--- config.mk ---
export PLATFORM = sky130hd
export DESIGN_NAME = triangle_feeder
export DESIGN_NICKNAME = d
export VERILOG_FILES = /design/src/hdl/vertex_pkg.sv /design/src/hdl/sync_fifo.sv /design/src/hdl/triangle_feeder.sv
export VERILOG_INCLUDE_DIRS = /design/src /design/src/hdl
export SDC_FILE = /design/constraint.sdc
export NUM_CORES = 2
export LEC_CHECK = 0
export ABC_AREA = 1
export BUFFER_PORTS_ARGS = -buffer_cell sky130_fd_sc_hd__buf_2
export CORE_UTILIZATION = 50
export DETAILED_ROUTE_END_ITERATION = 16
export PLACE_DENSITY_LB_ADDON = 0.12
export SYNTH_ARGS = -nofsm -noshare
export SYNTH_HDL_FRONTEND = slang
export SYNTH_SLANG_ARGS = --single-unit
--- constraint.sdc ---
create_clock -name clk -period 8.48 [get_ports clk]
set_input_delay 0.424 -clock clk [delete_from_list [all_inputs] [get_ports clk]]
set_output_delay 0.424 -clock clk [all_outputs]
set_load 0.02 [all_outputs]
--- src/hdl/raster_defs.svh ---
`ifndef RASTER_DEFS_SVH
`define RASTER_DEFS_SVH

// Triangle store geometry
`define TRI_SLOTS 16
`define TRI_ADDR_W 4

// Host write queue, which also sets how many write credits the host starts with
`define WR_QUEUE_DEPTH 4

// Feeder prefetch queue between store reads and the output register
`define FETCH_DEPTH 4

// Input slots on the rasterizer side
`define OUT_CREDITS 2

`endif

--- src/hdl/vertex_pkg.sv ---
`default_nettype none

`include "raster_defs.svh"

package vertex_pkg;

    // Signed Q16.16 screen coordinate
    typedef logic signed [31:0] q16_16_t;

    // RGB 4:4:4
    typedef logic [11:0] color_t;

    typedef struct packed {
        q16_16_t x;
        q16_16_t y;
        q16_16_t z;
    } vec3_t;

    typedef struct packed {
        vec3_t  pos;
        color_t color;
    } vertex_t;  // 108 bits

    typedef struct packed {
        vertex_t v0;
        vertex_t v1;
        vertex_t v2;
    } triangle_t;  // 324 bits

    typedef logic [`TRI_ADDR_W-1:0] tri_addr_t;

    // One host write as it sits in the writer queue
    typedef struct packed {
        tri_addr_t addr;
        triangle_t tri_data;
    } tri_write_t;

endpackage

`default_nettype wire

--- src/hdl/sync_fifo.sv ---
`default_nettype none
`timescale 1ns/10ps

module sync_fifo #(
    parameter type T     = logic,
    parameter int  DEPTH = 4
) (
    input  wire logic                   clk,
    input  wire logic                   rst,
    input  wire logic                   push,
    input  wire T                       push_data,
    input  wire logic                   pop,
    output T                            head,
    output logic                        empty,
    output logic                        full,
    output logic [$clog2(DEPTH+1)-1:0]  count
);

    localparam int PTR_W = (DEPTH > 1) ? $clog2(DEPTH) : 1;

    T                 mem [DEPTH];
    logic [PTR_W-1:0] wr_ptr;
    logic [PTR_W-1:0] rd_ptr;

    // Pointers wrap explicitly so DEPTH need not be a power of two
    function automatic logic [PTR_W-1:0] next_ptr(input logic [PTR_W-1:0] p);
        return (p == PTR_W'(DEPTH - 1)) ? '0 : p + 1'b1;
    endfunction

    always_ff @(posedge clk) begin
        if (push) begin
            mem[wr_ptr] <= push_data;
        end
    end

    always_ff @(posedge clk) begin
        if (rst) begin
            wr_ptr <= '0;
            rd_ptr <= '0;
            count  <= '0;
        end else begin
            if (push) wr_ptr <= next_ptr(wr_ptr);
            if (pop)  rd_ptr <= next_ptr(rd_ptr);
            case ({push, pop})
                2'b10:   count <= count + 1'b1;
                2'b01:   count <= count - 1'b1;
                default: count <= count;
            endcase
        end
    end

    assign head  = mem[rd_ptr];  // Fall-through read of the oldest entry
    assign empty = (count == '0);
    assign full  = (count == DEPTH);

    a_no_overflow: assert property (@(posedge clk) disable iff (rst) push |-> !full)
        else $error("sync_fifo push while full");

    a_no_underflow: assert property (@(posedge clk) disable iff (rst) pop |-> !empty)
        else $error("sync_fifo pop while empty");

endmodule

`default_nettype wire

--- src/hdl/triangle_feeder.sv ---
`default_nettype none
`timescale 1ns/10ps

`include "raster_defs.svh"

module triangle_feeder (
    input  wire logic                  clk,
    input  wire logic                  rst,
    input  wire logic                  begin_frame,
    input  wire logic [`TRI_ADDR_W:0]  frame_tris,
    input  wire vertex_pkg::q16_16_t   offset_x,
    input  wire vertex_pkg::q16_16_t   offset_y,
    output logic                       mem_req,
    output vertex_pkg::tri_addr_t      mem_addr,
    input  wire logic                  mem_gnt,
    input  wire logic                  mem_rvalid,
    input  wire vertex_pkg::triangle_t mem_data,
    output logic                       out_valid,
    output vertex_pkg::triangle_t      out_tri,
    input  wire logic                  out_credit,
    output logic                       busy
);

    import vertex_pkg::*;

    localparam int LVL_W = $clog2(`FETCH_DEPTH + 1);
    localparam int CRD_W = $clog2(`OUT_CREDITS + 1);

    logic [`TRI_ADDR_W:0] frame_len;
    q16_16_t              off_x;
    q16_16_t              off_y;
    logic [`TRI_ADDR_W:0] rd_idx;    // Next slot to read
    logic [`TRI_ADDR_W:0] sent_cnt;
    logic [LVL_W-1:0]     inflight;  // Granted reads whose data has not returned
    logic [CRD_W-1:0]     credits;

    triangle_t        shifted;
    triangle_t        q_head;
    logic             q_empty;
    logic [LVL_W-1:0] q_count;
    logic             send;

    function automatic vertex_t shift_vertex(input vertex_t v, input q16_16_t dx,
                                             input q16_16_t dy);
        vertex_t r;
        r       = v;
        r.pos.x = v.pos.x + dx;  // Wraps modulo 2^32
        r.pos.y = v.pos.y + dy;
        return r;
    endfunction

    always_comb begin
        shifted.v0 = shift_vertex(mem_data.v0, off_x, off_y);
        shifted.v1 = shift_vertex(mem_data.v1, off_x, off_y);
        shifted.v2 = shift_vertex(mem_data.v2, off_x, off_y);
    end

    // Reserve a queue slot for every read before it is issued
    assign mem_req  = busy && (rd_idx < frame_len) && ((inflight + q_count) < `FETCH_DEPTH);
    assign mem_addr = rd_idx[`TRI_ADDR_W-1:0];
    assign send     = !q_empty && (credits != '0);

    sync_fifo #(
        .T     (triangle_t),
        .DEPTH (`FETCH_DEPTH)
    ) u_fetch_queue (
        .clk       (clk),
        .rst       (rst),
        .push      (mem_rvalid),
        .push_data (shifted),
        .pop       (send),
        .head      (q_head),
        .empty     (q_empty),
        .full      (),
        .count     (q_count)
    );

    always_ff @(posedge clk) begin
        if (begin_frame && !busy) begin
            frame_len <= frame_tris;
            off_x     <= offset_x;
            off_y     <= offset_y;
        end
    end

    always_ff @(posedge clk) begin
        if (rst) begin
            busy     <= 1'b0;
            rd_idx   <= '0;
            sent_cnt <= '0;
        end else if (!busy) begin
            if (begin_frame) begin
                busy     <= 1'b1;
                rd_idx   <= '0;
                sent_cnt <= '0;
            end
        end else begin
            if (mem_gnt) rd_idx <= rd_idx + 1'b1;
            if (send) sent_cnt <= sent_cnt + 1'b1;
            if (sent_cnt == frame_len) busy <= 1'b0;  // Last one is on out_valid now
        end
    end

    always_ff @(posedge clk) begin
        if (rst) begin
            inflight <= '0;
        end else begin
            case ({mem_gnt, mem_rvalid})
                2'b10:   inflight <= inflight + 1'b1;
                2'b01:   inflight <= inflight - 1'b1;
                default: inflight <= inflight;
            endcase
        end
    end

    always_ff @(posedge clk) begin
        if (rst) begin
            credits <= CRD_W'(`OUT_CREDITS);
        end else begin
            case ({send, out_credit})
                2'b10:   credits <= credits - 1'b1;
                2'b01:   credits <= credits + 1'b1;
                default: credits <= credits;
            endcase
        end
    end

    always_ff @(posedge clk) begin
        if (rst) begin
            out_valid <= 1'b0;
        end else begin
            out_valid <= send;
        end
    end

    always_ff @(posedge clk) begin
        if (send) begin
            out_tri <= q_head;
        end
    end

    // The rasterizer must not return more credits than it has slots
    a_credit_max: assert property (@(posedge clk) disable iff (rst)
        credits <= `OUT_CREDITS)
        else $error("triangle_feeder credit count above the rasterizer slot count");

    a_send_with_credit: assert property (@(posedge clk) disable iff (rst)
        out_valid |-> ($past(credits) != '0))
        else $error("triangle_feeder sent a triangle without a credit");

endmodule

`default_nettype wire

Yosys cells after proc, flatten, opt, wreduce, memory -nomap -nowiden --
Memory sizes are Yosys's and may differ from the RTL's. A register that Yosys moved wholly into a read port is not among the register bits. Cells that the tools add are included.
Storage, ports and cells: output and inout port bits 331, word-level logic and storage cells 72, memory bits (writable) 1296, memories 1, register bits 93
Cells by class: order comparisons 2, add/subtract/negate cells 17, muxes and demuxes 15, reductions and logical operators 14, equal/unequal tests 11
Memories:
- u_fetch_queue.mem | depth 4, bits a word 324, read ports 1, clocked after memory_dff 1, wr ports 1, RTL line sync_fifo.sv:21 | T mem [DEPTH];
Operators with widths (number):
- adder 32 bit | 6
- 2-to-1 mux 5 bit | 5
- one-hot mux 3 bit (2 select lines) | 2
- adder 5 x 1 -> 5 bit (second input constant) | 2
- == test 2 bit (second input constant) | 5
- nonzero test 2 bit | 5
- adder 2 x 1 -> 2 bit (second input constant) | 3
- adder 3 x 1 -> 3 bit (second input constant) | 2
- == test 2 x 1 -> 1 bit (second input constant) | 3
- subtractor 3 x 1 -> 3 bit (second input constant) | 2
- == test 5 bit | 1
- < comparator 5 bit | 1
- 2-to-1 mux 1 bit | 5
- adder 3 x 3 -> 4 bit | 1
- logical AND 1 bit | 4
- < comparator 4 x 3 -> 1 bit (second input constant) | 1
- 2-to-1 mux 2 bit | 2
- one-hot mux 2 bit (2 select lines) | 1
- AND reduction 2 bit | 2
- logical NOT 3 bit | 1
- logical NOT 1 bit | 2
- inequality test 2 x 1 -> 1 bit (second input constant) | 1
- inequality test 2 bit (second input constant) | 1
- subtractor 2 x 1 -> 2 bit (second input constant) | 1

Longest topological paths before layout --
depth after elaboration 5, depth in mapped cells 12, mapped depth without buffers 12

Hierarchy --
A second synthesis with hierarchy kept.
Unflattened totals: cells, all modules 6665, area, all modules 75042.0 um^2
By module, submodules not included:
- sync_fifo | sequential area each 39097.5 um^2, area each 48322.6 um^2, cells an instance 3192, times used 1
- triangle_feeder | sequential area each 12141.6 um^2, area each 26719.4 um^2, cells an instance 3473, times used 1

Least setup slack after synthesis --
No wires, ideal clock.
path type register -> register, start point register u_fetch_queue.count[1], end point register u_fetch_queue.count[2], library setup time 70 ps, cell stages (with the launch flop) 13, slack -128 ps, arrival time 8538 ps, path through dfxtp_1 -> inv_1 -> nand3_1 -> nand2_1 -> inv_1 -> ha_1 -> inv_1 -> fa_1 -> nor2_1 -> nor2_1 -> nand2_1 -> o21ai_0 -> a21oi_1
Between the ends: cells in the longest elaborated chain, start to end 5, elaborated cells between the ends (all ways) 9, those cells by class add/sub (2); eq/ne (2); mux (1); reduce/logical (4)
RTL lines:
- start, declared | RTL line sync_fifo.sv:16 | output logic [$clog2(DEPTH+1)-1:0] count
- start signal, assigned | RTL line sync_fifo.sv:45 | 2'b10: count <= count + 1'b1;
- start signal, assigned | RTL line sync_fifo.sv:46 | 2'b01: count <= count - 1'b1;
- start signal, assigned | RTL line sync_fifo.sv:47 | default: count <= count;
- logical NOT 3 bit * | RTL line sync_fifo.sv:53 | assign empty = (count == '0);
- logical NOT 1 bit * | RTL line triangle_feeder.sv:61 | assign send = !q_empty && (credits != '0);
- logical AND 1 bit * | RTL line triangle_feeder.sv:61
- via send | RTL line triangle_feeder.sv:41 | logic send;
- == test 2 x 1 -> 1 bit or == test 2 bit (tied branches) | RTL line sync_fifo.sv:44 | case ({push, pop})
- one-hot mux 3 bit (2 select lines) or nonzero test 2 bit (tied branches)
Mark *: on every way through the listed nets, which the timed path passes. The rest lies on a longest branch. A chain may end at the register's enable or synchronous reset.

==> impl_metrics.yaml <==
clock_network:
  cts_root_buffer: "clkbuf_16"
  worstSkewPairLatency_ns: 0.80
  tritoncts.num_buffers: 176
  cts_max_level: 4
  tritoncts_num_sinks: 1713
  post_cts_buffers: 0
  worst_setup_hold_path_clk_slew_ns: 0.06
  cts_tree: "done"
  clk_path_buf_depth: 3
critical_path:
  critical_path.max_stage_delay_ns: 0.88
  cp.required_ns: 9.11
  timing.critical_path.slowest_stage_cell: "buf_4"
  end_kind: "flop"
  crit_arrival_ns: 4.47
  path_common_cell: "buf_12"
  crit_chain: "buf_12 > buf_12 > buf_4 > o21ai_0 > o22ai_1"
  critPathTopFamily: "buffers and inverters"
  cp_max_fo: 179
  worstPathBufferInverterCount: 3
  criticalPathCategory: "flop to flop"
  cp-start-kind: "flop"
drt:
  postRouteAntennaNets: 0
  drtPass1Iterations: 6
  wirelength_um: 210000
  wl_per_cell_um: 21.7
  routed_via_density: 5.39
  drc_violation_total_after_the_first_tritonroute_iteration: 4067
  drt_drc_violations_left: 0
  vias: 52100
yosys:
  yosys_register_bits: 1713
  number_of_instances_in_the_synthesized_netlist: 6664
  synth_top_area_frac: 0.677
  cell_taking_the_most_area_after_synthesis: "edfxtp_1"
  synth.lib_cells_used.distinct: 31
  synthesis.nets: 7273
  synth_warnings: 0
  synth-seq-area-share: 0.683
  syn_area_per_cell_um2: 11.2
  post_synthesis_instance_area_mm2: 0.0749
  synth.area.top_cells: "edfxtp_1 (68%), nand2_1 (7.2%), nor2_1 (4.5%)"
placed_design:
  dpl_cells: 9132
  placement.io_buffers: 729
  hpwl_um: 136000
  place.gp.congestion: 0.952
sta:
  layout_min_cycle_time_ns: 3.84
  final.setup_skew_ns: 0.0669
  final-hold-violation-count: 0
  tightest_slew_ns: 1.17
  period_share: 0.453
  setup_violations: 0
  worst_slew_margin_rel: 0.222
  drv_slew: 0
  fmax_mhz: 260
  rsz0062_at_grt: "no"
  setup_total_negative_slack_ns: 0
grt:
  grt_antenna_before_repair: 20
  groute.usage.overall: 0.273
  globalRouteOverflowTotal: 0
  first_global_vias: 49900
  pin_count_of_the_biggest_net_entering_global_routing: 301
  wire_length_of_the_first_global_routing_pass_um: 309000
final_layout:
  mostFrequentLayoutCell: "edfxtp_1"
  final_cell_mix: "edfxtp_1 (1689), nand2_1 (1435), nor2_1 (902), buf_2 (729), inv_1 (700)"
  finish.utilization: 0.595
  final_net_count: 8194
  post_route_cells_drive_above_1_share: 0.133
  synthToLayoutAreaGrowth_pct: 17.6
  post_layout_instance_count_excluding_filler_cells: 9667
run:
  cap_viol_max_count: 0
floorplanning:
  design.portCount: 730
  initial_cell_density_of_the_core: 0.506
  coreArea_mm2: 0.148
  floorplan.die_area_mm2: 0.151
  die_h_um: 389
  placementRows: 141
  fp.dieW_um: 389
pwr:
  pwr_density_cell_mw_per_mm2: 316
  total_power_mw: 27.8
  vdd_ir_drop_max_uv: 407
  power.static_leakage_nw: 36.0
hold_path:
  min_path_type: "input pin to flop"
run_status:
  run_status: "completed"
-- cell type report --
class                           instances  area (um2)
Antenna cell                            5        12.5
Clock buffer                          213        4560
Clock inverter                        112        1370
Fill cell                           12200       60000
Inverter                              707        2730
Multi-Input combinational cell       4024       19800
Sequential cell                      1713       51200
Tap cell                             1930        2410
Timing Repair Buffer                  963        6080
-- where the power goes --
group / switching (mW) / leakage (nW) / internal [mW]
Combinational: 5.74 / 17.2 / 2.09
Sequential: 0.699 / 15.9 / 11.5
Clock: 3.30 / 2.88 / 4.55
Total: 9.74 / 36.0 / 18.1
-- flip-flops by register name, summed over array words and instances, names as in the netlist, 2 cells and up --
register              cells
rd_idx                    5
out_tri                 324
u_fetch_queue.count       3
frame_len                 5
inflight                  3
u_fetch_queue.rd_ptr      2
off_y                    32
u_fetch_queue.wr_ptr      2
sent_cnt                  5
credits                   2
u_fetch_queue.mem      1296
off_x                    32
-- cells by family after synthesis --
logic type               after synthesis  share of synthesized area
AND/OR/NAND/NOR                     2557                      0.133
flip-flops                          1713                      0.683
AO/OA/AOI/OAI                       1155                     0.0834
buffers and inverters                927                     0.0531
adder cells (fa/ha/maj)              210                     0.0359
XOR/XNOR                             102                     0.0119
-- timing repair --
action / in CTS / in global routing
hold endpoints to repair: 611 / 0
resized for setup: 0 / 0
hold buffers: 205 / 0
-- final timing paths --
path / slack, ns / depth (start not counted) / endpoint / startpoint
max: 4.64 / 5 / out_tri[168] / u_fetch_queue.rd_ptr[0]
min: 0.06 / 3 / u_fetch_queue.wr_ptr[1] / mem_rvalid
max reg2reg: 4.64 / 5 / out_tri[168] / u_fetch_queue.rd_ptr[0]
min reg2reg: 0.48 / 1 / rd_idx[4] / rd_idx[4]
-- worst register-to-register path, stage by stage (launching register included) --
cell and delay [ns]:
dfxtp_4 0.76, buf_12 0.59, buf_12 0.61, buf_4 1.21, o21ai_0 0.33, o22ai_1 0.20
-- metal layers --
layer  wire length [um]  part of all wire  track usage
met1              88200              0.42        0.368
met2              98000              0.47        0.437
met4               8380             0.040        0.109
met5                 87           0.00042            0
met3              14800             0.071       0.0510
-- metrics by stage --
step | worst slack [ns] | hold WS [ns] | instance area (um2)
2_1_floorplan | 1.01 | 0.437 | 74900
6_report | 4.64 | 0.0639 | 88100
3_5_place_dp | 4.80 | 0.464 | 80100
4_1_cts | 4.81 | 0.0120 | 88100
3_3_place_gp | 4.89 | 0.459 | 80100
5_1_grt | 4.46 | 0.0405 | 88100
-- synth_stat cells --
cell type,instances
nand3_1,156
nor3b_1,1
clkinv_2,1
o2111ai_1,1
nand2_1,1435
inv_8,1
buf_4,17
xor2_1,94
o21ai_0,466
nand2_2,1
o22ai_1,324
fa_1,8
ha_1,202
o21ai_1,197
or2_1,1
inv_1,705
nor3_1,32
o21bai_1,12
a21o_1,6
edfxtp_1,1689
a211oi_1,2
dfxtp_1,24
buf_2,52
nor2_1,903
xnor2_1,8
nand4_1,23
a2111o_1,1
clkbuf_1,103
buf_6,48
nand3_2,5
a21oi_1,146
No activity file was read; power rests on OpenSTA's default activity.
