`config.mk`:
```
export PLATFORM = sky130hd
export DESIGN_NAME = scene_writer
export DESIGN_NICKNAME = d
export VERILOG_FILES = /design/src/hdl/vertex_pkg.sv /design/src/hdl/sync_fifo.sv /design/src/hdl/scene_writer.sv
export VERILOG_INCLUDE_DIRS = /design/src /design/src/hdl
export SDC_FILE = /design/constraint.sdc
export NUM_CORES = 1
export LEC_CHECK = 0
export BUFFER_PORTS_ARGS = -buffer_cell sky130_fd_sc_hd__clkbuf_2
export CORE_MARGIN = 2
export CORE_UTILIZATION = 57
export DETAILED_ROUTE_END_ITERATION = 8
export MAX_ROUTING_LAYER = met4
export PLACE_DENSITY = 0.79
export SETUP_SLACK_MARGIN = 0.2
export SYNTH_ARGS = -nofsm -noshare
export SYNTH_HDL_FRONTEND = slang
export SYNTH_SLANG_ARGS = --single-unit
```
`constraint.sdc`:
```
create_clock -name clk -period 11.05 [get_ports clk]
set_clock_uncertainty 0.15 [all_clocks]
set_input_delay 0.5525 -clock clk [delete_from_list [all_inputs] [get_ports clk]]
set_output_delay 0.5525 -clock clk [all_outputs]
set_load 0.01 [all_outputs]
```
`src/hdl/raster_defs.svh`:
```
`ifndef RASTER_DEFS_SVH
`define RASTER_DEFS_SVH

// Triangle store geometry
`define TRI_SLOTS 16
`define TRI_ADDR_W 4

// Host write queue, which also sets how many write credits the host starts with
`define WR_QUEUE_DEPTH 4

// Feeder prefetch queue between store reads and the output register
`define FETCH_DEPTH 4

// Input slots on the rasterizer side
`define OUT_CREDITS 2

`endif

```
`src/hdl/vertex_pkg.sv`:
```
`default_nettype none

`include "raster_defs.svh"

package vertex_pkg;

    // Signed Q16.16 screen coordinate
    typedef logic signed [31:0] q16_16_t;

    // RGB 4:4:4
    typedef logic [11:0] color_t;

    typedef struct packed {
        q16_16_t x;
        q16_16_t y;
        q16_16_t z;
    } vec3_t;

    typedef struct packed {
        vec3_t  pos;
        color_t color;
    } vertex_t;  // 108 bits

    typedef struct packed {
        vertex_t v0;
        vertex_t v1;
        vertex_t v2;
    } triangle_t;  // 324 bits

    typedef logic [`TRI_ADDR_W-1:0] tri_addr_t;

    // One host write as it sits in the writer queue
    typedef struct packed {
        tri_addr_t addr;
        triangle_t tri_data;
    } tri_write_t;

endpackage

`default_nettype wire

```
`src/hdl/sync_fifo.sv`:
```
`default_nettype none
`timescale 1ns/10ps

module sync_fifo #(
    parameter type T     = logic,
    parameter int  DEPTH = 4
) (
    input  wire logic                   clk,
    input  wire logic                   rst,
    input  wire logic                   push,
    input  wire T                       push_data,
    input  wire logic                   pop,
    output T                            head,
    output logic                        empty,
    output logic                        full,
    output logic [$clog2(DEPTH+1)-1:0]  count
);

    localparam int PTR_W = (DEPTH > 1) ? $clog2(DEPTH) : 1;

    T                 mem [DEPTH];
    logic [PTR_W-1:0] wr_ptr;
    logic [PTR_W-1:0] rd_ptr;

    // Pointers wrap explicitly so DEPTH need not be a power of two
    function automatic logic [PTR_W-1:0] next_ptr(input logic [PTR_W-1:0] p);
        return (p == PTR_W'(DEPTH - 1)) ? '0 : p + 1'b1;
    endfunction

    always_ff @(posedge clk) begin
        if (push) begin
            mem[wr_ptr] <= push_data;
        end
    end

    always_ff @(posedge clk) begin
        if (rst) begin
            wr_ptr <= '0;
            rd_ptr <= '0;
            count  <= '0;
        end else begin
            if (push) wr_ptr <= next_ptr(wr_ptr);
            if (pop)  rd_ptr <= next_ptr(rd_ptr);
            case ({push, pop})
                2'b10:   count <= count + 1'b1;
                2'b01:   count <= count - 1'b1;
                default: count <= count;
            endcase
        end
    end

    assign head  = mem[rd_ptr];  // Fall-through read of the oldest entry
    assign empty = (count == '0);
    assign full  = (count == DEPTH);

    a_no_overflow: assert property (@(posedge clk) disable iff (rst) push |-> !full)
        else $error("sync_fifo push while full");

    a_no_underflow: assert property (@(posedge clk) disable iff (rst) pop |-> !empty)
        else $error("sync_fifo pop while empty");

endmodule

`default_nettype wire

```
`src/hdl/scene_writer.sv`:
```
`default_nettype none
`timescale 1ns/10ps

`include "raster_defs.svh"

module scene_writer (
    input  wire logic                  clk,
    input  wire logic                  rst,
    input  wire logic                  host_valid,
    input  wire vertex_pkg::tri_addr_t host_addr,
    input  wire vertex_pkg::triangle_t host_tri,
    output logic                       host_credit,
    output logic                       mem_req,
    output vertex_pkg::tri_addr_t      mem_addr,
    output vertex_pkg::triangle_t      mem_data,
    input  wire logic                  mem_gnt
);

    import vertex_pkg::*;

    localparam int CNT_W = $clog2(`WR_QUEUE_DEPTH + 1);

    tri_write_t       q_in;
    tri_write_t       q_head;
    logic             q_empty;
    logic [CNT_W-1:0] q_count;

    assign q_in.addr     = host_addr;
    assign q_in.tri_data = host_tri;

    sync_fifo #(
        .T     (tri_write_t),
        .DEPTH (`WR_QUEUE_DEPTH)
    ) u_wr_queue (
        .clk       (clk),
        .rst       (rst),
        .push      (host_valid),
        .push_data (q_in),
        .pop       (mem_gnt),
        .head      (q_head),
        .empty     (q_empty),
        .full      (),
        .count     (q_count)
    );

    assign mem_req  = !q_empty;  // Head stays on the store port until granted
    assign mem_addr = q_head.addr;
    assign mem_data = q_head.tri_data;

    // Each drained entry frees one slot, so it hands one credit back
    always_ff @(posedge clk) begin
        if (rst) begin
            host_credit <= 1'b0;
        end else begin
            host_credit <= mem_gnt;
        end
    end

    // A host that honours its credits never finds the queue full
    a_host_credit: assert property (@(posedge clk) disable iff (rst)
        host_valid |-> (q_count < `WR_QUEUE_DEPTH))
        else $error("scene_writer host wrote without a credit");

endmodule

`default_nettype wire

```
Word-level counts from Yosys, hierarchy flattened
Memory sizes are Yosys's and may differ from the RTL's. A register that Yosys moved wholly into a read port is not among the register bits.
Index checks and enable logic that the tools add are counted.
- register bits after elaboration: 8
- RAM bits: 1312
- output and inout bits: 330
- logic and storage cells: 23
- memories kept: 1
- $add $sub $neg: 4
- eq/ne operators: 4
- mux-type cells: 7
- reduce and logical (&&, ||, !) cells: 3
- memory list (name ; depth ; bits a word ; rd ports ; clocked after Yosys merged registers in ; wr ports ; line ; RTL):
    u_wr_queue.mem ; 4 ; 328 ; 1 ; 1 ; 1 ; sync_fifo.sv:21 ; T mem [DEPTH];
- operators with widths (kind ; number):
    two-way mux 2 bit ; 4
    == test 2 bit, second input constant ; 3
    one-hot mux 3 bit (2 select lines) ; 1
    adder 2 x 1 -> 2 bit, second input constant ; 2
    adder 3 x 1 -> 3 bit, second input constant ; 1
    zero test 3 bit ; 1
    subtractor 3 x 1 -> 3 bit, second input constant ; 1
    == test 2 x 1 -> 1 bit, second input constant ; 1
    two-way mux 1 bit ; 2
    nonzero test 2 bit ; 1
    zero test 1 bit ; 1

Depth between registers and ports, before layout
Gate-level depths: netlist of the first run.
- word-level depth: 4
- gate-level depth with buffers: 7

By module
A second synthesis of the first run with hierarchy kept.
- cell total of the unflattened synthesis: 1764
- area total of the unflattened synthesis: 48173.7 um^2
- by module, submodules not included (module ; instances ; cells each ; area each (um^2) ; seq. area each (um^2)):
    sync_fifo ; 1 ; 1761 ; 48136.2 ; 39578.0
    scene_writer ; 1 ; 3 ; 37.5 ; 20.0

Least setup slack after synthesis of the first run
Ideal clock, no wire load.
- path type: register to register
- from: register u_wr_queue.wr_ptr[0]
- to: memory u_wr_queue.mem[0][0] in the netlist's numbering (enable)
- data arrival time: 7957 ps
- required time: 10169 ps
- path slack: 2212 ps
- stages on the path, launching flop included: 4
- period minus slack after synthesis: 8838 ps
- cells stage by stage: dfxtp_1 > inv_1 > ha_1 > and2_1
- RTL lines (what ; line ; RTL):
    start, declared ; sync_fifo.sv:22 ; logic [PTR_W-1:0] wr_ptr;
    start signal, assigned ; sync_fifo.sv:42 ; if (push) wr_ptr <= next_ptr(wr_ptr);
    end, declared ; sync_fifo.sv:21 ;
No word-level cell before the write port.

==> flow_summary.toml, run 1 <==
[timing]
setup_viol = 0
worst_pin_slew_ns = 1.14
slew_headroom = 0.237
fin_setup_tns_ns = 0
drv_slew = 0
hold_viol = 0
min_period_ns = 4.90
rsz0062_at_grt = "no"
fmax_mhz = 204
setup_slack_ns = 6.15
period_share = 0.443

[routing]
dr.pass1.iters = 5
routed_via_density = 5.91
route.detailed.drc = 0
vias = 24200
ant_nets = 0
drt_wl_total_um = 118000
post_drt_wl_per_cell_um = 28.8
drtIter0Drc = 2125

[yosys]
yosysWarnings = 0
netlist_instances = 1762
synth_top_area_cell = "edfxtp_1"
synth-seq-cells = 1322
synth_edf_count = 1312
syn-num-nets = 2101
synth_most_common_cell = "edfxtp_1"
avgSynthCellArea_um2 = 27.3
yosysTopAreaCellShare = 0.818
ys_seq_area_frac = 0.822
ys_types = 20
syn_area_um2 = 48200
synthFlopType = "edfxtp_1"
synth_common_cells = "1312 x edfxtp_1, 328 x mux4_2, 35 x buf_12"
yosys-top-cells-area = "edfxtp_1 82%, mux4_2 15%, buf_12 1.5%"
async_flop_share = 0

[floorplanning]
ioPinCount = 662
rows = 106
coreArea_um2 = 83700
dieHeight_um = 295
dieArea_um2 = 86800
die_x_um = 295
start_util = 0.575

[clock_network]
clk_latency_ns = 0.74
cts.clk_slew.worst_paths_ns = 0.06
cts_tree = "built"
cts.sinks = 1322
post-cts-setup-buffers = 0
numCtsBuffers = 131
cts-root-buf = "clkbuf_16"
clock_path_buffers = 3
cts-htree-levels = 4

[setup_path]
path_buf_inv = 3
crit_arrival_ns = 4.20
cp.required_ns = 10.35
critical_path.cell_chain = "buf_4 -> buf_4 -> mux4_2 -> clkbuf_2"
crit_family = "buffers and inverters"
endpoint_kind = "output port"
crit_path_max_fanout = 48
startpoint_type = "flop"
cp_common_cell = "buf_4"
slowest_delay_ns = 0.84
crit_type = "flop to output port"
slowest_stage = "dfxtp_4"

[power_and_ir_drop]
leakage_nw = 20.3
p_per_area_nw_per_um2 = 187
irDropWorstVdd_v = 0.000185

[global_route]
grtUsageTotal = 0.277
grt_pass1_wl_um = 167000
antenna_found_initial = 18
grt_max_degree = 158
grt_pass1_vias = 25700
overflow = 0

[place]
hpwl_um = 60600
gp_congestion = 0.830
placed_cell_area_um2 = 52200
io_buffer_count = 661
place_ws_ns = 6.87

[min_path]
worstHoldPathType = "flop to flop"

[final_layout]
fin_util = 0.713
drive_gt1_frac = 0.408
final_design_area_no_fill_um2 = 59600
syn_to_final_growth_pct = 23.8
fillers = 4536
fin_nets = 3170

[flow_run]
drv_cap = 0

[status]
status = "finished, final reports clean"
-- cell usage in the layout, fill, tap and decap left out, drive strengths merged, types with 8 or more instances in the layout --
cell,n
edfxtp,1312
mux4,328
diode,20
clkinv,55
buf,18
clkbuf,829
dlygate4sd3,331
nor2,8
dfxtp,10
inv,12
-- tightest hold or removal path, cell delays in order (launching register included) --
cell and delay, ns:
dfxtp_1 0.32, o21ai_0 0.08, a21oi_1 0.06
-- through the flow --
step	power, mW	hold WS [ns]	instances
final	11.1	0.353	4086
after global routing	11.4	0.378	4084
after CTS	11.1	0.351	4066
after detailed placement	6.85	0.344	3501
after global placement	6.82	0.313	3501
after floorplan	6.52	0.303	1762
-- state kept, by name (all words and copies together) (netlist names), named ones only --
name,count
u_wr_queue.count,3
u_wr_queue.mem,1312
u_wr_queue.wr_ptr,2
host_credit,1
u_wr_queue.rd_ptr,2
-- routing by layer --
| metal | wire length (um) | global-route usage | up-vias |
|---|---|---|---|
| li1 | - | - | 9872 |
| met1 | 38600 | 0.299 | 12500 |
| met2 | 63600 | 0.470 | 1441 |
| met3 | 9540 | 0.0745 | 331 |
| met4 | 6060 | 0.146 | 0 |
| met5 | 0 | - | - |
-- path summary, 6_finish.rpt --
kind | cells after the start | startpoint | end | slack [ns]
worst max-delay path | 4 | flop | mem_data[63] | 6.15
worst min-delay path | 2 | u_wr_queue.count[2] | u_wr_queue.count[2] | 0.35
worst max register to register | 5 | u_wr_queue.wr_ptr[1] | u_wr_queue.mem[1][198] | 7.22
worst min register to register | 2 | u_wr_queue.count[2] | u_wr_queue.count[2] | 0.35
-- final cells by class --
| type | count | area, um2 | share of cell area |
|---|---|---|---|
| timing repair buffer | 1010 | 6870 | 0.115 |
| clock buffer | 168 | 3550 | 0.0596 |
| multi-input combinational | 360 | 7640 | 0.128 |
| sequential | 1322 | 39600 | 0.664 |
| clock inverter | 66 | 468 | 0.00785 |
| tap | 1134 | 1420 | 0.0238 |
| antenna | 20 | 50.0 | 0.000839 |
| inverter | 6 | 22.5 | 0.000378 |
-- report_power, final --
part | total (mW) | switching [mW] | leakage, nW | internal [mW]
Sequential | 5.81 | 0.0776 | 12.1 | 5.73
Combinational | 1.09 | 0.597 | 6.18 | 0.491
Clock | 4.24 | 1.89 | 1.98 | 2.36
-- timing repair --
| action | in CTS | in global routing |
|---|---|---|
| hold buffers | 331 | 0 |
| hold endpoints to repair | 1322 | 0 |
| resized for setup | 0 | 0 |
-- kinds of logic after synthesis --
| kind of cell | synth area share |
|---|---|
| simple gates | 0.00169 |
| fa+ha+maj | 0.00197 |
| xor+xnor | 0.000364 |
| buf+inv | 0.0193 |
| mux | 0.154 |
| flops | 0.822 |
| compound gates | 0.000416 |
No activity file was read; power rests on OpenSTA's default activity.
==> run 2, diff against run 1 <==
- CORE_UTILIZATION: 57 -> 51
- PLACE_DENSITY: 0.79 -> 0.75
- clock period: 11.05 -> 4.3 ns (I/O delays scaled with it)
==> flow_summary.toml, run 2 (same netlist as run 1, synthesis figures left out) <==
[status]
status = "finished, final reports clean"

[floorplanning]
coreArea_um2 = 93500
die_x_um = 311
ioPinCount = 662
start_util = 0.515
dieArea_um2 = 96900
rows = 112
dieHeight_um = 311

[setup_path]
startpoint_type = "flop"
endpoint_kind = "output port"
cp.required_ns = 3.93
reg2reg_depth = 3
r2r_slack_ns = 1.88
reg2reg_from = "u_wr_queue.wr_ptr[0]"
crit_path_max_fanout = 54
crit_arrival_ns = 2.98
worstSetupEndpoint = "mem_data[84]"
timing.rr.end = "u_wr_queue.mem[1][210]"
crit_type = "flop to output port"

[routing]
drt_wl_total_um = 113000
routed_via_density = 5.62
ant_nets = 0
drtIter0Drc = 2388
vias = 23900
post_drt_wl_per_cell_um = 26.6
route.detailed.drc = 0
dr.pass1.iters = 5

[final_layout]
largest_reg_flops = 1312
final_cell_mix = "1312 x edfxtp_1, 661 x clkbuf_2, 333 x dlygate4sd3_1"
top_regs = "u_wr_queue.mem: 1312 flops, u_wr_queue.count: 3 flops"
fillers = 5825
fin_nets = 3229
stdcell_count = 4247
syn_to_final_growth_pct = 25.7
top_register = "u_wr_queue.mem"
final_common_cell = "edfxtp_1"
drive_gt1_frac = 0.416

[timing]
slew_headroom = 0.295
worst_pin_slew_ns = 1.06
drv_slew = 0
fmax_mhz = 299
rsz0062_at_grt = "no"
period_share = 0.778
min_period_ns = 3.34
setup_viol = 0
hold_viol = 0
fin_setup_tns_ns = 0
setup_slack_ns = 0.956

[place]
gp_congestion = 0.804
io_buffer_count = 661
dp.cells = 3674
hpwl_um = 65700
place_ws_ns = 1.70

[global_route]
grtUsageTotal = 0.242
grt_pass1_vias = 26200
antenna_found_initial = 11
grt_max_degree = 76
overflow = 0
grt_pass1_wl_um = 167000

[power_and_ir_drop]
leakage_nw = 20.7
irDropWorstVdd_v = 0.000408
p_per_area_nw_per_um2 = 477

[clock_network]
clock_path_buffers = 3
cts_tree = "built"
post-cts-setup-buffers = 0
cts-root-buf = "clkbuf_16"
cts-resized-gates = 0
cts-htree-levels = 4
cts.clk_slew.worst_paths_ns = 0.06
clk_latency_ns = 0.73
cts.sinks = 1322
numCtsBuffers = 135

[min_path]
worstHoldPathType = "primary input to flop"
whs_path_depth = 2

[flow_run]
drv_cap = 0
[run 2: cell count changes in the layout (fill, tap and decap cells not counted)]
cell,previous run,this run
buf_12,9,26
buf_4,9,45
bufinv_16,3,9
clkbuf_1,30,27
clkbuf_16,137,138
clkbuf_8,1,0
clkinv_1,22,25
clkinv_2,28,14
clkinv_8,4,5
clkinvlp_4,2,1
diode_2,20,14
dlygate4sd3_1,331,333
[run 2: power breakdown]
part / switching (mW) / internal (mW) / total, mW
logic: 1.54 / 1.33 / 2.87
registers: 0.176 / 14.7 / 14.9
clock network: 4.70 / 6.41 / 11.1
[run 2: metrics by stage]
stage	utilization	area, um2	hold slack, ns	power (mW)
final	0.648	60500	0.0890	28.9
after floorplan	-	48200	0.164	16.6
after global placement	0.567	53000	0.275	17.6
after global routing	0.647	60500	0.0731	29.7
after CTS	0.647	60500	0.0328	29.0
after detailed placement	0.567	53000	0.285	17.7
[run 2: how the worst min path moves through the flow]
| stage | slack (ns) | end | start |
|---|---|---|---|
| 3_3_place_gp | 0.28 | u_wr_queue.mem[0][261] | host_tri[261] |
| 2_1_floorplan | 0.16 | u_wr_queue.mem[0][0] | host_tri[0] |
| 5_1_grt | 0.07 | u_wr_queue.mem[1][308] | host_tri[308] |
| 4_1_cts | 0.03 | u_wr_queue.mem[0][220] | host_tri[220] |
| 6_report | 0.09 | u_wr_queue.mem[1][4] | host_tri[4] |
| 3_5_place_dp | 0.28 | u_wr_queue.mem[3][187] | host_tri[187] |
[run 2: metal layers]
layer | global-route usage | share of wire | up-vias
li1 | - | - | 9981
met2 | 0.411 | 0.54 | 1210
met3 | 0.0561 | 0.073 | 263
met1 | 0.271 | 0.34 | 12400
met4 | 0.115 | 0.048 | 0
met5 | - | 0 | -
[run 2: final cells by class]
class | count | area [um2] | share of cell area
clock buffers | 165 | 3550 | 0.0587
flip-flops and latches | 1322 | 39600 | 0.654
multi-input cells | 360 | 7640 | 0.126
inverters | 6 | 22.5 | 0.000372
repair buffers | 1065 | 7500 | 0.124
clock inverters | 61 | 598 | 0.00988
diodes | 14 | 35.0 | 0.000579
well taps | 1254 | 1570 | 0.0259
[run 2: worst max-delay path, cell delays in order, from the launching register on]
cell and delay [ns]:
dfxtp_4 1.04, buf_4 0.56, mux4_2 0.42, clkbuf_2 0.16
[run 2: timing repair]
item | CTS | global route
hold buffers | 333 | 0
endpoints found under the setup margin | 0 | 0
hold endpoints to repair | 1322 | 0
==> run 3, diff against run 2 <==
- ABC_AREA: unset -> 1
- CORE_UTILIZATION: 51 -> 57
- PLACE_DENSITY: 0.75 -> 0.79
- clock period: 4.3 -> 3.1 ns (I/O delays scaled with it)
==> flow_summary.toml, run 3 <==
[timing]
drv_slew = 0
rsz0062_at_grt = "yes"
hold_viol = 0
slew_headroom = 0.495
setup_viol = 0
fmax_mhz = 346
period_share = 0.932
min_period_ns = 2.89
worst_pin_slew_ns = 0.758
whs_ns = 0.0481

[floorplanning]
dieHeight_um = 297
rows = 107
ioPinCount = 662
coreArea_um2 = 85000
start_util = 0.574
die_x_um = 297
dieArea_um2 = 87900

[final_layout]
top_regs = "u_wr_queue.mem: 1312 flops, u_wr_queue.count: 3 flops"
drive_gt1_frac = 0.214
fin_util = 0.720
largest_reg_flops = 1312
final_cell_mix = "1312 x edfxtp_1, 662 x nor2_1, 661 x clkbuf_2"
fin_nets = 4572
top_register = "u_wr_queue.mem"
syn_to_final_growth_pct = 25.5
final_design_area_no_fill_um2 = 61200
final_common_cell = "edfxtp_1"

[setup_path]
endpoint_kind = "output port"
crit_arrival_ns = 2.58
startpoint_type = "flop"
slowest_stage = "dfxtp_4"
r2r_slack_ns = 1.03
cp.required_ns = 2.79
crit_type = "flop to output port"
slowest_delay_ns = 0.44
crit_path_max_fanout = 135
critical_path.cell_chain = "buf_16 -> o21ai_0 -> o22ai_1 -> clkbuf_2"

[global_route]
grtUsageTotal = 0.294
overflow = 0
grt_pass1_vias = 32400
grt_pass1_wl_um = 189000
antenna_found_initial = 21
grt_max_degree = 145

[yosys]
yosys-top-cells-area = "edfxtp_1 81%, o21ai_0 6.7%, nor2_1 5.1%"
synth_top_family_by_area = "compound AO/OA/AOI/OAI gates"
synth_edf_count = 1312
synth-seq-cells = 1322
synth_most_common_cell = "edfxtp_1"
async_flop_share = 0
synth-simple-area-share = 0.0521
synthFlopType = "edfxtp_1"
synth_compound_area_frac = 0.110
synth_top_area_cell = "edfxtp_1"
ys_seq_area_frac = 0.812
synth-adder-area-share = 0.00195
synth_xor_area_frac = 0
synth_mux_area_frac = 0
yosysTopAreaCellShare = 0.808
netlist_instances = 3232
avgSynthCellArea_um2 = 15.1
ys_types = 22
syn_area_um2 = 48800
syn-num-nets = 3571
yosysWarnings = 0
synth_common_cells = "1312 x edfxtp_1, 662 x nor2_1, 654 x o21ai_0"

[routing]
drtIter0Drc = 3830
dr.pass1.iters = 6
vias = 33100
post_drt_wl_per_cell_um = 23.9
route.detailed.drc = 0
drt_wl_total_um = 131000
ant_nets = 0
routed_via_density = 6.02

[clock_network]
cts-root-buf = "clkbuf_16"
cts-htree-levels = 4
numCtsBuffers = 131
cts.sinks = 1322
clock_path_buffers = 3
clk_latency_ns = 0.71
cts.clk_slew.worst_paths_ns = 0.07
cts_tree = "built"

[status]
status = "finished, final reports clean"

[power_and_ir_drop]
irDropWorstVdd_v = 0.000691
p_per_area_nw_per_um2 = 656
p_total_mw = 40.2
leakage_nw = 21.6

[place]
io_buffer_count = 661
gp_congestion = 0.821
placed_cell_area_um2 = 53500
hpwl_um = 66800

[min_path]
worstHoldPathType = "primary input to flop"

[flow_run]
drv_cap = 0
-- run 3: cell types whose count changed after synthesis, moves of 11 or more --
cell / before / now
mux4_2: 328 / 0
inv_1: 6 / 17
buf_2: 33 / 85
buf_4: 0 / 23
nor2_1: 8 / 662
o22ai_1: 0 / 328
clkbuf_1: 4 / 98
o21ai_0: 1 / 654
buf_12: 35 / 1
-- run 3: layer usage --
metal,wire length (um),global-route usage,vias up
met5,0,-,-
met4,5350,0.126,0
met3,14300,0.0737,378
met2,65800,0.483,2321
met1,46000,0.348,16100
li1,-,-,14300
-- run 3: path summary, 6_finish.rpt --
kind | startpoint | to | depth (start not counted)
worst max register to register | u_wr_queue.wr_ptr[0] | u_wr_queue.mem[0][308] | 5
worst max-delay path | flop | mem_data[11] | 4
worst min register to register | u_wr_queue.wr_ptr[1] | u_wr_queue.wr_ptr[1] | 2
worst min-delay path | host_tri[77] | u_wr_queue.mem[0][77] | 2
-- run 3: power by group --
group | switching [mW] | leakage (nW) | internal (mW)
Clock | 6.66 | 1.95 | 8.38
Sequential | 0.193 | 12.1 | 20.5
Combinational | 2.92 | 7.53 | 1.54
-- run 3: cells by family after synthesis --
family | Yosys count
AOI/OAI and AO/OA | 993
adders and majority gates | 7
buffers and inverters | 235
DFF | 1322
and+or+nand+nor | 675
-- run 3: cell type report --
class | instances | area [um2]
fillers | 4751 | 23800
flip-flops and latches | 1322 | 39600
well taps | 1144 | 1430
multi-input cells | 1675 | 8040
inverters | 18 | 121
diodes | 21 | 52.6
repair inverters | 1 | 11.3
repair buffers | 1084 | 7940
clock inverters | 69 | 547
clock buffers | 160 | 3450
-- run 3: timing repair --
| action | CTS | global route |
|---|---|---|
| setup buffers | 0 | 4 |
| resized for setup | 3 | 8 |
| hold endpoints to repair | 1323 | 0 |
| cloned | 0 | 3 |
| setup endpoints to repair | 19 | 95 |
| hold buffers | 349 | 0 |
-- run 3: per-stage QoR --
| step | worst slack, ns | TNS (ns) | std cells |
|---|---|---|---|
| final | 0.211 | 0 | 5494 |
| after floorplan | -2.98 | -3905.86 | 3232 |
| after global placement | 0.988 | 0 | 4888 |
| after CTS | 0.197 | 0 | 5466 |
| after detailed placement | 0.938 | 0 | 4888 |
| after global routing | 0.186 | 0 | 5493 |
-- run 3: worst max-delay path: cells and delay by family, from the launching register on --
| kind | cells | cell delay, ns |
|---|---|---|
| buf+inv | 2 | 0.59 |
| compound gates | 2 | 0.64 |
| flops | 1 | 0.44 |
